$ cat src/hw/adma_pkg.sv
`default_nettype none

package adma_pkg;

  ////////////////////////////////////////////////////////////////////////////
  // Widths that carry a meaning
  ////////////////////////////////////////////////////////////////////////////

  typedef logic [31:0] addr_t;
  typedef logic [31:0] word_t;
  typedef logic [63:0] desc_t;

  // Up to 16384 words, a 64 KiB descriptor
  typedef logic [14:0] wcount_t;

  // AXI len field, beats minus one
  typedef logic [7:0]  beats_t;

  typedef enum logic [1:0] {
    ST_STOP,
    ST_FETCH,
    ST_DECODE,
    ST_XFER
  } adma_state_t;

  ////////////////////////////////////////////////////////////////////////////
  // ADMA2 descriptor layout
  ////////////////////////////////////////////////////////////////////////////

  localparam int unsigned desc_valid_bit = 0;
  localparam int unsigned desc_end_bit   = 1;
  localparam int unsigned desc_act_lsb   = 4;
  localparam int unsigned desc_len_lsb   = 16;
  localparam int unsigned desc_addr_lsb  = 32;

  // Nop is 00 or 01
  localparam logic [1:0] act_tran = 2'b10;
  localparam logic [1:0] act_link = 2'b11;

  localparam int unsigned desc_words = 2;
  localparam int unsigned desc_step  = 8;
  localparam int unsigned word_bytes = 4;

  // Beats of the next burst, minus one, for a given number of words left
  function automatic beats_t burst_len(wcount_t words, int unsigned max_beats);
    if (words >= wcount_t'(max_beats)) begin
      return beats_t'(max_beats - 1);
    end
    return beats_t'(words - wcount_t'(1));
  endfunction

endpackage

`default_nettype wire
$ cat src/hw/sd_adma_top.sv
`timescale 1ns/1ps
`default_nettype none

module sd_adma_top #(
  parameter int unsigned burst_beats = 16
) (
  input  logic              clock,
  input  logic              reset,
  // Host controller side
  input  logic              dma_enable,
  input  logic              cmd_done,
  input  logic              data_present,
  input  logic              dir_write,
  input  logic              blk_gap_req,
  input  logic              irq_clear,
  input  adma_pkg::addr_t   desc_ptr_init,
  output logic              irq_complete,
  output logic              irq_error,
  // Card data FIFO
  output adma_pkg::word_t   card_wdata,
  output logic              card_wvalid,
  input  logic              card_push,
  input  adma_pkg::word_t   card_rdata,
  output logic              card_pop,
  // AXI read
  output adma_pkg::addr_t   ar_addr,
  output adma_pkg::beats_t  ar_len,
  output logic [2:0]        ar_size,
  output logic [1:0]        ar_burst,
  output logic              ar_valid,
  input  logic              ar_ready,
  input  adma_pkg::word_t   r_data,
  input  logic              r_valid,
  input  logic              r_last,
  output logic              r_ready,
  // AXI write
  output adma_pkg::addr_t   aw_addr,
  output adma_pkg::beats_t  aw_len,
  output logic [2:0]        aw_size,
  output logic [1:0]        aw_burst,
  output logic              aw_valid,
  input  logic              aw_ready,
  output adma_pkg::word_t   w_data,
  output logic              w_valid,
  output logic              w_last,
  input  logic              w_ready
);

  logic              rd_start;
  adma_pkg::addr_t   rd_addr;
  adma_pkg::wcount_t rd_words;
  logic              rd_to_card;
  logic              rd_done;
  logic              wr_start;
  adma_pkg::addr_t   wr_addr;
  adma_pkg::wcount_t wr_words;
  logic              wr_done;
  adma_pkg::word_t   desc_word;
  logic              desc_word_valid;

  // 4-byte incrementing bursts only
  assign ar_size  = 3'b010;
  assign ar_burst = 2'b01;
  assign aw_size  = 3'b010;
  assign aw_burst = 2'b01;

  adma_sequencer u_sequencer (
    .clock           (clock),
    .reset           (reset),
    .dma_enable      (dma_enable),
    .cmd_done        (cmd_done),
    .data_present    (data_present),
    .dir_write       (dir_write),
    .blk_gap_req     (blk_gap_req),
    .irq_clear       (irq_clear),
    .desc_ptr_init   (desc_ptr_init),
    .desc_word       (desc_word),
    .desc_word_valid (desc_word_valid),
    .rd_done         (rd_done),
    .wr_done         (wr_done),
    .rd_start        (rd_start),
    .rd_addr         (rd_addr),
    .rd_words        (rd_words),
    .rd_to_card      (rd_to_card),
    .wr_start        (wr_start),
    .wr_addr         (wr_addr),
    .wr_words        (wr_words),
    .irq_complete    (irq_complete),
    .irq_error       (irq_error)
  );

  axi_read_engine #(
    .burst_beats (burst_beats)
  ) u_read_engine (
    .clock           (clock),
    .reset           (reset),
    .rd_start        (rd_start),
    .rd_addr         (rd_addr),
    .rd_words        (rd_words),
    .rd_to_card      (rd_to_card),
    .ar_addr         (ar_addr),
    .ar_len          (ar_len),
    .ar_valid        (ar_valid),
    .ar_ready        (ar_ready),
    .r_data          (r_data),
    .r_valid         (r_valid),
    .r_last          (r_last),
    .r_ready         (r_ready),
    .desc_word       (desc_word),
    .desc_word_valid (desc_word_valid),
    .card_wdata      (card_wdata),
    .card_wvalid     (card_wvalid),
    .rd_done         (rd_done)
  );

  axi_write_engine #(
    .burst_beats (burst_beats)
  ) u_write_engine (
    .clock      (clock),
    .reset      (reset),
    .wr_start   (wr_start),
    .wr_addr    (wr_addr),
    .wr_words   (wr_words),
    .card_push  (card_push),
    .card_rdata (card_rdata),
    .card_pop   (card_pop),
    .aw_addr    (aw_addr),
    .aw_len     (aw_len),
    .aw_valid   (aw_valid),
    .aw_ready   (aw_ready),
    .w_data     (w_data),
    .w_valid    (w_valid),
    .w_last     (w_last),
    .w_ready    (w_ready),
    .wr_done    (wr_done)
  );

endmodule

`default_nettype wire

$ cat src/hw/axi_write_engine.sv
`timescale 1ns/1ps
`default_nettype none

module axi_write_engine #(
  parameter int unsigned burst_beats = 16
) (
  input  logic               clock,
  input  logic               reset,
  input  logic               wr_start,
  input  adma_pkg::addr_t    wr_addr,
  input  adma_pkg::wcount_t  wr_words,
  input  logic               card_push,
  input  adma_pkg::word_t    card_rdata,
  output logic               card_pop,
  output adma_pkg::addr_t    aw_addr,
  output adma_pkg::beats_t   aw_len,
  output logic               aw_valid,
  input  logic               aw_ready,
  output adma_pkg::word_t    w_data,
  output logic               w_valid,
  output logic               w_last,
  input  logic               w_ready,
  output logic               wr_done
);

  adma_pkg::wcount_t fill;
  adma_pkg::wcount_t remaining;
  adma_pkg::wcount_t need;
  adma_pkg::beats_t  beat;
  adma_pkg::addr_t   next_addr;
  logic              active;
  logic              issue;
  logic              beat_ok;

  // Words the next burst needs in the card FIFO
  assign need  = adma_pkg::wcount_t'(adma_pkg::burst_len(remaining, burst_beats))
                 + adma_pkg::wcount_t'(1);
  assign issue = active && !aw_valid && !w_valid && (fill >= need);

  assign beat_ok  = w_valid && w_ready;
  assign w_last   = w_valid && (beat == aw_len);
  assign w_data   = card_rdata;
  assign card_pop = beat_ok;

  ////////////////////////////////////////////////////////////////////////////
  // Card FIFO fill level
  ////////////////////////////////////////////////////////////////////////////

  always_ff @(posedge clock) begin
    if (!reset) begin
      fill <= '0;
    end else begin
      fill <= fill + adma_pkg::wcount_t'(card_push) - adma_pkg::wcount_t'(card_pop);
    end
  end

  ////////////////////////////////////////////////////////////////////////////
  // Address and data phases
  ////////////////////////////////////////////////////////////////////////////

  always_ff @(posedge clock) begin
    if (!reset) begin
      active    <= 1'b0;
      remaining <= '0;
      aw_valid  <= 1'b0;
      aw_len    <= '0;
      w_valid   <= 1'b0;
      beat      <= '0;
      wr_done   <= 1'b0;
    end else begin
      wr_done <= 1'b0;

      if (wr_start) begin
        active    <= 1'b1;
        remaining <= wr_words;
      end

      if (issue) begin
        aw_valid <= 1'b1;
        aw_len   <= adma_pkg::burst_len(remaining, burst_beats);
      end

      if (aw_valid && aw_ready) begin
        aw_valid <= 1'b0;
        w_valid  <= 1'b1;
        beat     <= '0;
      end

      if (beat_ok) begin
        remaining <= remaining - adma_pkg::wcount_t'(1);
        beat      <= beat + adma_pkg::beats_t'(1);
        if (w_last) begin
          w_valid <= 1'b0;
          // Last beat of the last burst
          if (remaining == adma_pkg::wcount_t'(1)) begin
            active  <= 1'b0;
            wr_done <= 1'b1;
          end
        end
      end
    end
  end

  // Burst addresses step by the size of the burst just issued
  always_ff @(posedge clock) begin
    if (wr_start) begin
      next_addr <= wr_addr;
    end else if (issue) begin
      aw_addr   <= next_addr;
      next_addr <= next_addr
                   + adma_pkg::addr_t'(need) * adma_pkg::addr_t'(adma_pkg::word_bytes);
    end
  end

endmodule

`default_nettype wire

$ cat src/hw/axi_read_engine.sv
`timescale 1ns/1ps
`default_nettype none

module axi_read_engine #(
  parameter int unsigned burst_beats = 16
) (
  input  logic               clock,
  input  logic               reset,
  input  logic               rd_start,
  input  adma_pkg::addr_t    rd_addr,
  input  adma_pkg::wcount_t  rd_words,
  input  logic               rd_to_card,
  output adma_pkg::addr_t    ar_addr,
  output adma_pkg::beats_t   ar_len,
  output logic               ar_valid,
  input  logic               ar_ready,
  input  adma_pkg::word_t    r_data,
  input  logic               r_valid,
  input  logic               r_last,
  output logic               r_ready,
  output adma_pkg::word_t    desc_word,
  output logic               desc_word_valid,
  output adma_pkg::word_t    card_wdata,
  output logic               card_wvalid,
  output logic               rd_done
);

  adma_pkg::wcount_t remaining;
  adma_pkg::wcount_t words_left;
  adma_pkg::addr_t   burst_bytes;
  logic              beat_ok;

  assign beat_ok     = r_valid && r_ready;
  assign words_left  = remaining - adma_pkg::wcount_t'(1);
  assign burst_bytes = (adma_pkg::addr_t'(ar_len) + adma_pkg::addr_t'(1))
                       * adma_pkg::addr_t'(adma_pkg::word_bytes);

  // Beats go to the descriptor line or to the card FIFO
  assign desc_word       = r_data;
  assign desc_word_valid = beat_ok && !rd_to_card;
  assign card_wdata      = r_data;
  assign card_wvalid     = beat_ok && rd_to_card;

  ////////////////////////////////////////////////////////////////////////////
  // Burst control
  ////////////////////////////////////////////////////////////////////////////

  always_ff @(posedge clock) begin
    if (!reset) begin
      ar_valid  <= 1'b0;
      ar_len    <= '0;
      r_ready   <= 1'b0;
      remaining <= '0;
      rd_done   <= 1'b0;
    end else begin
      rd_done <= 1'b0;

      if (rd_start) begin
        ar_valid  <= 1'b1;
        ar_len    <= adma_pkg::burst_len(rd_words, burst_beats);
        remaining <= rd_words;
      end else if (ar_valid && ar_ready) begin
        ar_valid <= 1'b0;
        r_ready  <= 1'b1;
      end

      if (beat_ok) begin
        remaining <= words_left;
        if (r_last) begin
          r_ready <= 1'b0;
          // Either the whole transfer is in or another burst follows
          if (words_left == '0) begin
            rd_done <= 1'b1;
          end else begin
            ar_valid <= 1'b1;
            ar_len   <= adma_pkg::burst_len(words_left, burst_beats);
          end
        end
      end
    end
  end

  // Address of the next burst
  always_ff @(posedge clock) begin
    if (rd_start) begin
      ar_addr <= rd_addr;
    end else if (beat_ok && r_last) begin
      ar_addr <= ar_addr + burst_bytes;
    end
  end

endmodule

`default_nettype wire

$ cat src/hw/adma_sequencer.sv
`timescale 1ns/1ps
`default_nettype none

module adma_sequencer (
  input  logic               clock,
  input  logic               reset,
  input  logic               dma_enable,
  input  logic               cmd_done,
  input  logic               data_present,
  input  logic               dir_write,
  input  logic               blk_gap_req,
  input  logic               irq_clear,
  input  adma_pkg::addr_t    desc_ptr_init,
  input  adma_pkg::word_t    desc_word,
  input  logic               desc_word_valid,
  input  logic               rd_done,
  input  logic               wr_done,
  output logic               rd_start,
  output adma_pkg::addr_t    rd_addr,
  output adma_pkg::wcount_t  rd_words,
  output logic               rd_to_card,
  output logic               wr_start,
  output adma_pkg::addr_t    wr_addr,
  output adma_pkg::wcount_t  wr_words,
  output logic               irq_complete,
  output logic               irq_error
);

  adma_pkg::adma_state_t state;
  adma_pkg::addr_t       desc_ptr;
  adma_pkg::desc_t       desc;
  logic                  desc_half;

  logic                  desc_valid;
  logic                  desc_end;
  logic [1:0]            desc_act;
  logic                  desc_nop;
  adma_pkg::addr_t       desc_addr;
  logic [15:0]           desc_len;
  logic [16:0]           desc_bytes;
  adma_pkg::wcount_t     desc_len_words;

  logic                  xfer_done;
  logic                  fetch_go;
  adma_pkg::addr_t       fetch_addr;

  ////////////////////////////////////////////////////////////////////////////
  // Descriptor fields
  ////////////////////////////////////////////////////////////////////////////

  assign desc_valid = desc[adma_pkg::desc_valid_bit];
  assign desc_end   = desc[adma_pkg::desc_end_bit];
  assign desc_act   = desc[adma_pkg::desc_act_lsb +: 2];
  assign desc_nop   = (desc_act != adma_pkg::act_tran) && (desc_act != adma_pkg::act_link);
  assign desc_addr  = desc[adma_pkg::desc_addr_lsb +: 32];
  assign desc_len   = desc[adma_pkg::desc_len_lsb +: 16];

  // Zero length encodes 65536 bytes
  assign desc_bytes     = (desc_len == 16'h0000) ? 17'h10000 : {1'b0, desc_len};
  assign desc_len_words = adma_pkg::wcount_t'(desc_bytes / adma_pkg::word_bytes);

  assign xfer_done = rd_done || wr_done;

  // Next descriptor fetch and where it reads from
  always_comb begin
    fetch_go   = 1'b0;
    fetch_addr = desc_ptr + adma_pkg::addr_t'(adma_pkg::desc_step);
    case (state)
      adma_pkg::ST_STOP: begin
        if (dma_enable && cmd_done && data_present) begin
          fetch_go   = 1'b1;
          fetch_addr = desc_ptr_init;
        end
      end
      adma_pkg::ST_DECODE: begin
        if (desc_valid && desc_act == adma_pkg::act_link) begin
          fetch_go   = 1'b1;
          fetch_addr = desc_addr;
        end else if (desc_valid && desc_nop && !desc_end) begin
          fetch_go = 1'b1;
        end
      end
      adma_pkg::ST_XFER: begin
        fetch_go = xfer_done && !desc_end && !blk_gap_req;
      end
      default: begin
        fetch_go = 1'b0;
      end
    endcase
  end

  ////////////////////////////////////////////////////////////////////////////
  // State machine and interrupts
  ////////////////////////////////////////////////////////////////////////////

  always_ff @(posedge clock) begin
    if (!reset) begin
      state        <= adma_pkg::ST_STOP;
      rd_start     <= 1'b0;
      wr_start     <= 1'b0;
      desc_half    <= 1'b0;
      irq_complete <= 1'b0;
      irq_error    <= 1'b0;
    end else begin
      rd_start <= fetch_go;
      wr_start <= 1'b0;

      // Low word arrives first
      if (fetch_go) begin
        desc_half <= 1'b0;
      end else if (desc_word_valid) begin
        desc_half <= !desc_half;
      end

      if (irq_clear) begin
        irq_complete <= 1'b0;
        irq_error    <= 1'b0;
      end

      case (state)
        adma_pkg::ST_STOP: begin
          if (fetch_go) begin
            state <= adma_pkg::ST_FETCH;
          end
        end
        adma_pkg::ST_FETCH: begin
          if (rd_done) begin
            state <= adma_pkg::ST_DECODE;
          end
        end
        adma_pkg::ST_DECODE: begin
          if (!desc_valid) begin
            irq_error <= 1'b1;
            state     <= adma_pkg::ST_STOP;
          end else if (desc_act == adma_pkg::act_tran) begin
            rd_start <= !dir_write;
            wr_start <= dir_write;
            state    <= adma_pkg::ST_XFER;
          end else if (fetch_go) begin
            state <= adma_pkg::ST_FETCH;
          end else begin
            // Nop with end
            irq_complete <= 1'b1;
            state        <= adma_pkg::ST_STOP;
          end
        end
        adma_pkg::ST_XFER: begin
          if (fetch_go) begin
            state <= adma_pkg::ST_FETCH;
          end else if (xfer_done) begin
            irq_complete <= 1'b1;
            state        <= adma_pkg::ST_STOP;
          end
        end
        default: begin
          state <= adma_pkg::ST_STOP;
        end
      endcase
    end
  end

  ////////////////////////////////////////////////////////////////////////////
  // Pointer, descriptor line and engine requests
  ////////////////////////////////////////////////////////////////////////////

  always_ff @(posedge clock) begin
    if (desc_word_valid) begin
      if (!desc_half) begin
        desc[31:0] <= desc_word;
      end else begin
        desc[63:32] <= desc_word;
      end
    end

    if (fetch_go) begin
      desc_ptr   <= fetch_addr;
      rd_addr    <= fetch_addr;
      rd_words   <= adma_pkg::wcount_t'(adma_pkg::desc_words);
      rd_to_card <= 1'b0;
    end else if (state == adma_pkg::ST_DECODE && desc_valid) begin
      if (desc_act == adma_pkg::act_tran) begin
        rd_addr    <= desc_addr;
        rd_words   <= desc_len_words;
        rd_to_card <= 1'b1;
        wr_addr    <= desc_addr;
        wr_words   <= desc_len_words;
      end else begin
        desc_ptr <= desc_ptr + adma_pkg::addr_t'(adma_pkg::desc_step);
      end
    end
  end

endmodule

`default_nettype wire

$ cat config.mk
export PLATFORM = sky130hd
export DESIGN_NAME = sd_adma_top
export DESIGN_NICKNAME = d
export VERILOG_FILES = /design/src/hw/adma_pkg.sv /design/src/hw/sd_adma_top.sv /design/src/hw/axi_write_engine.sv /design/src/hw/axi_read_engine.sv /design/src/hw/adma_sequencer.sv
export SDC_FILE = /design/constraint.sdc
export NUM_CORES = 1
export LEC_CHECK = 0
export ABC_AREA = 1
export CORE_MARGIN = 2
export CORE_UTILIZATION = 65
export CTS_CLUSTER_SIZE = 14
export DETAILED_ROUTE_END_ITERATION = 8
export DONT_BUFFER_PORTS = 1
export HOLD_SLACK_MARGIN = 0.15
export PLACE_DENSITY = 0.81
export SYNTH_ARGS = -nofsm -noshare
export SYNTH_HDL_FRONTEND = slang
export SYNTH_HIERARCHICAL = 1
export SYNTH_SLANG_ARGS = --single-unit
$ cat constraint.sdc
create_clock -name clock -period 12.4 [get_ports clock]
set_clock_uncertainty 0.1 [all_clocks]
set_input_delay 1.24 -clock clock [delete_from_list [all_inputs] [get_ports clock]]
set_output_delay 1.24 -clock clock [all_outputs]
set_load 0.02 [all_outputs]
==> impl_metrics.yaml, run 1 <==
global_route:
  antenna_found_initial: 11
  met1_usage_pct: 41.6
  overflow: 0
  grt_max_degree: 62
  groute.usage.overall_pct: 31.9
  grtUsageMet3_pct: 8.08
  grt_pass1_vias: 15700
  use_met2_pct: 50.7
  top_usage_layer: "met2"
  grt_pass1_wl_mm: 82.4
timing:
  tightestPinTransition_ns: 1.14
  tns_ns: 0
  drv_slew: 0
  setup_viol: 0
  grt_setup_unrepaired: "false"
  final_hold_viol_count: 0
  maxSlewHeadroom_pct: 24.2
  final.min_clock_period_ns: 4.54
  hold_slack_ns: 0.324
  fmax_mhz: 220
  fin_crit_sh_pct: 36.7
route:
  dr.pass1.iters: 5
  via_per_inst: 5.75
  wl_per_cell_um: 18.2
  wirelength_mm: 53.5
  drt-initial-drc-count: 1793
  drc: 0
  antenna_left: 0
  vias: 16900
die:
  die_height_um: 182
  core_area_um2: 31400
  start_util_pct: 65.5
  die_area_um2: 33100
  rows: 65
  io_pins: 273
  die_x_um: 182
cells_and_area:
  fillers: 2557
  synthToLayoutAreaGrowth_pct: 4.33
  drive_gt1_share_pct: 5.52
  nNetsFinal: 2662
place:
  place_congestion: 0.971
  port-buffer-count: 0
  dp_hpwl_mm: 39.5
logic_synthesis:
  synthCells: 2613
  yosys-top-cells-area: "edfxtp_1, nand2_1, dfxtp_1, inv_1, nor2_1"
  synth-async-reset-ratio_pct: 0
  synth_cell_types: 58
  yosysSeqAreaShare_pct: 47.4
  yosysTopAreaCellShare_pct: 37.8
  syn_area_um2: 20600
  yosysWarnings: 6
  postSynthAreaPerCell_um2: 7.87
  synth_edf_count: 259
  synth_top_area_cell: "edfxtp_1"
  synthFlopType: "edfxtp_1"
  synth-seq-cells: 358
cts:
  clk_latency_ns: 0.55
  ctsHoldBuffers: 0
  path_clk_slew_ns: 0.06
  post-cts-setup-buffers: 0
  post_cts_resized: 0
  cts_tree: "yes"
  cts_buffers: 38
  cts_buffer_depth: 3
  cts_htree_levels: 2
  ctsRootBufferMaster: "clkbuf_16"
  cts_sinks: 358
critical_path:
  critPathMaxFanout: 32
  worst_setup_path_end_kind: "flop"
  start_kind: "flop"
  cp.arrival_ns: 4.61
  worstSetupPathType: "reg2reg"
  crit_required_ns: 12.46
power:
  p_per_area_nw_per_um2: 143
  irDropWorstVdd_mv: 0.133
  p_leak_nw: 9.44
hold_path:
  hold_class: "reg2reg"
run_status:
  status: "finished, final reports clean"
job:
  cap_violations: 0
==> flip-flops by register name (all words and copies together) (netlist names), 15 cells and up <==
signal	cells
u_sequencer/wr_words	15
u_write_engine/next_addr	32
u_write_engine/remaining	15
u_sequencer/desc_ptr	32
u_read_engine/ar_addr	32
u_sequencer/rd_addr	32
u_read_engine/remaining	15
u_sequencer/wr_addr	32
u_write_engine/aw_addr	32
u_sequencer/rd_words	15
u_sequencer/desc	52
u_write_engine/fill	15
==> synthesized netlist by cell type (17+ instances only) <==
library cell and count:
buf_4 106, inv_1 277, nand4_1 17, nor3_1 25
nor2_1 261, xor2_1 22, ha_1 61, edfxtp_1 259
nand3_1 171, nand2_1 861, dfxtp_1 99, clkbuf_1 52
a21oi_1 99, o21ai_0 95
==> final timing paths <==
| kind | start | endpoint | slack [ns] | depth (start not counted) |
|---|---|---|---|---|
| min | u_write_engine/next_addr[1]$_DFFE_PP_ | u_write_engine/aw_addr[1]$_DFFE_PP_ | 0.32 | 0 |
| max reg2reg | u_write_engine/remaining[9]$_SDFFE_PN0P_ | u_write_engine/aw_addr[16]$_DFFE_PP_ | 7.86 | 22 |
| max | u_write_engine/remaining[9]$_SDFFE_PN0P_ | u_write_engine/aw_addr[16]$_DFFE_PP_ | 7.86 | 22 |
| min reg2reg | u_write_engine/next_addr[1]$_DFFE_PP_ | u_write_engine/aw_addr[1]$_DFFE_PP_ | 0.32 | 0 |
==> through the flow <==
step	total power [mW]	cell area (um2)	worst slack, ns	std cells	utilization, %
2_1_floorplan	1.78	20600	7.85	2621	-
3_3_place_gp	1.83	20100	8.10	2850	63.9
3_5_place_dp	1.84	20100	7.86	2850	63.9
4_1_cts	3.08	21400	7.86	2919	68.2
5_1_grt	3.20	21400	7.38	2922	68.3
6_report	3.07	21500	7.86	2934	68.4
==> cells by family after synthesis <==
group	after synthesis	share of synthesized area, %
AOI/OAI and AO/OA	269	7.46
xor gates and xnor gates	38	1.62
adders and majority gates	64	4.00
buffers and inverters	472	10.8
DFF	358	47.4
muxes	1	0.0487
other	2	0.0365
and+or+nand+nor	1409	28.6
==> cell type report <==
class,count,area [um2],share of cell area (%)
Sequential cell,358,9760,45.5
Antenna cell,15,37.5,0.175
Clock inverter,26,367,1.71
Inverter,291,1100,5.14
Timing Repair Buffer,8,60.1,0.280
Tap cell,402,503,2.34
Multi-Input combinational cell,1791,8630,40.2
Clock buffer,43,1000,4.66
==> worst max-delay path, stage by stage (launching register included) <==
cell,delay (ns)
dfxtp_1,0.32
nor2_1,0.19
nand2_1,0.15
nor3_4,0.28
inv_1,0.13
nor2_4,0.17
inv_1,0.07
ha_1,0.20
nand2_1,0.10
inv_1,0.06
nand2_2,0.10
inv_2,0.06
nor2_2,0.10
inv_1,0.05
ha_1,0.30
nand2_1,0.08
nor2_1,0.10
nand2_1,0.05
nand2_1,0.05
nand2_1,0.04
nand3_1,0.41
nand2_1,0.27
nor2_4,0.74
==> layout by cell type (no fill, tap or decap), types with 7 or more instances in the layout <==
master     count
nand3_1      171
nor2_2        14
a31oi_1       10
buf_4          8
or2_2         14
o211ai_1      10
nand2_1      861
bufinv_16      8
ha_1          61
nor3_1        25
o21ai_0       94
clkinv_2       8
o221ai_1      10
inv_2         10
xnor2_1       16
inv_1        277
diode_2       15
nor4_1         9
edfxtp_1     259
dfxtp_1       98
o21ai_1        7
nand3b_1      15
xor2_1        22
a21oi_1       99
nand4_1       17
conb_1        10
nor2_1       259
clkbuf_16     39
==> metal layers <==
metal	vias up	wire length, um
met3	142	5400
met1	7783	21700
li1	8154	-
met5	-	42
met4	6	2260
met2	793	24100
==> power breakdown <==
part | leakage (nW) | switching, mW | internal, mW | total, mW
combinational | 5.62 | 0.323 | 0.162 | 0.485
sequential | 3.15 | 0.0343 | 1.31 | 1.35
clock | 0.665 | 0.487 | 0.753 | 1.24
total | 9.44 | 0.844 | 2.23 | 3.07
(Power assumes the default switching activity.)
==> inputs of run 2 (changes only) <==
clock period = 4.8 ns   (was 12.4 ns; I/O delays follow)
==> impl_metrics.yaml, run 2 (synthesis results as in run 1) <==
run_status:
  status: "finished, final reports clean"
cells_and_area:
  top_register: "u_sequencer/desc"
  synthToLayoutAreaGrowth_pct: 6.27
  final_cell_mix: "nand2_1, inv_1, nor2_1, edfxtp_1, nand3_1"
  design_area_um2: 21900
  nNetsFinal: 2715
  final-seq-area_um2: 9760
  largest_reg_flops: 52
  mostFrequentLayoutCell: "nand2_1"
  drive_gt1_share_pct: 5.53
  multi_input_comb_area_um2: 8630
  stdcell_count: 2980
  fillers: 2485
die:
  die_x_um: 182
  start_util_pct: 65.5
  die_area_um2: 33100
  rows: 65
  io_pins: 273
  die_height_um: 182
  core_area_um2: 31400
route:
  drt-initial-drc-count: 1590
  drc: 0
  via_per_inst: 5.78
  wl_per_cell_um: 18.1
  dr.pass1.iters: 6
  antenna_left: 0
  vias: 17200
  wirelength_mm: 53.9
cts:
  cts_buffers: 38
  cts_buffer_depth: 3
  cts_htree_levels: 2
  cts_sinks: 358
  clk_latency_ns: 0.53
  cts_tree: "yes"
  post-cts-setup-buffers: 0
  ctsRootBufferMaster: "clkbuf_16"
  post_cts_resized: 0
  path_clk_slew_ns: 0.06
timing:
  final.min_clock_period_ns: 4.11
  tns_ns: 0
  hold_slack_ns: 0.168
  final_hold_viol_count: 0
  tightestPinTransition_ns: 1.19
  setup_viol: 0
  drv_slew: 0
  fin_crit_sh_pct: 85.5
  maxSlewHeadroom_pct: 20.2
  fmax_mhz: 244
  grt_setup_unrepaired: "false"
place:
  dp_hpwl_mm: 38.9
  place_inst: 2857
  place_congestion: 0.976
  port-buffer-count: 0
  place_area_um2: 20100
power:
  p_leak_nw: 9.61
  seqPwrFrac_pct: 44.6
  p_switching_mw: 2.17
  pwr-share-comb_pct: 16.9
  irDropWorstVdd_mv: 0.338
  switching_share_pct: 27.8
  clkPwrFrac_pct: 38.5
  internal_power_mw: 5.62
  p_per_area_nw_per_um2: 356
critical_path:
  cp.arrival_ns: 4.20
  crit_required_ns: 4.89
  critPathMaxFanout: 30
  worstSetupPathType: "reg2reg"
  start_kind: "flop"
  worst_setup_path_end_kind: "flop"
job:
  cap_violations: 0
global_route:
  overflow: 0
  antenna_found_initial: 9
  grt_pass1_vias: 16100
  grt_max_degree: 62
  grt_pass1_wl_mm: 84.4
  groute.usage.overall_pct: 32.3
hold_path:
  hold_class: "in2reg"
## run 2: cell count changes in the layout (fill, tap and decap cells not counted), moves of 2 or more
cell	previous run	this run
diode_2	15	9
clkinv_8	2	0
dlygate4sd3_1	0	45
bufinv_16	8	5
clkbuf_1	3	6
buf_4	8	15
## run 2: power groups by stage
stage | clock network, mW | logic, mW | registers [mW]
after floorplan | 0 | 1.08 | 3.51
after global placement | 0 | 1.20 | 3.54
after detailed placement | 0 | 1.23 | 3.54
after CTS | 3.04 | 1.28 | 3.47
after global routing | 3.16 | 1.49 | 3.48
final | 3.00 | 1.31 | 3.47
## run 2: area by class of cell
| cell class | count | share of cell area, % |
|---|---|---|
| Sequential cell | 358 | 44.7 |
| Multi-Input combinational cell | 1791 | 39.5 |
| Inverter | 291 | 5.04 |
| Clock buffer | 46 | 4.63 |
| Timing Repair Buffer | 61 | 2.67 |
| Tap cell | 402 | 2.30 |
| Clock inverter | 22 | 1.13 |
| Antenna cell | 9 | 0.103 |
## run 2: what timing repair did
item / 4_1_cts / 5_1_grt
hold buffers: 46 / 0
endpoints found under the hold margin: 106 / 0
setup endpoints to repair: 0 / 0
## run 2: path summary, 6_finish.rpt
check / start / endpoint / slack (ns) / depth (start not counted)
worst min-delay path: desc_ptr_init[12] / u_sequencer/desc_ptr[12]$_DFFE_PP_ / 0.17 / 4
worst max register to register: u_write_engine/remaining[9]$_SDFFE_PN0P_ / u_write_engine/aw_addr[18]$_DFFE_PP_ / 0.69 / 24
worst min register to register: u_write_engine/next_addr[1]$_DFFE_PP_ / u_write_engine/aw_addr[1]$_DFFE_PP_ / 0.32 / 0
worst max-delay path: u_write_engine/remaining[9]$_SDFFE_PN0P_ / u_write_engine/aw_addr[18]$_DFFE_PP_ / 0.69 / 24
## run 2: per-layer routing
layer  up-vias  track usage, %  share of wire (%)  wire [um]
li1       8234               -                  -          -
met1      7996            44.4                 42      22500
met2       832            50.8                 45      24100
met3       155            5.13                8.6       4620
met4         2            15.3                4.9       2630
met5         -               0              0.024         13
## run 2: critical path: stages (launching register included)
cell,delay (ns)
dfxtp_1,0.32
nor2_1,0.22
nand2_1,0.16
nor3_4,0.29
inv_1,0.13
nor2_4,0.16
inv_1,0.08
ha_1,0.20
nand2_1,0.10
inv_1,0.05
nand2_2,0.10
inv_2,0.05
nor2_2,0.11
inv_1,0.06
ha_1,0.31
nand2_1,0.08
nor2_1,0.10
nand2_1,0.06
nand2_1,0.05
nand2_1,0.04
nand3_1,0.06
buf_4,0.20
nand2_1,0.16
nor2_4,0.15
buf_4,0.37
## run 2: stage by stage
stage | setup slack (ns) | utilization, % | power, mW
4_1_cts | 0.788 | 69.6 | 7.79
6_report | 0.694 | 69.6 | 7.79
3_3_place_gp | 0.996 | 64.0 | 4.73
2_1_floorplan | 0.250 | - | 4.60
5_1_grt | 0.388 | 69.6 | 8.13
3_5_place_dp | 0.802 | 64.0 | 4.77
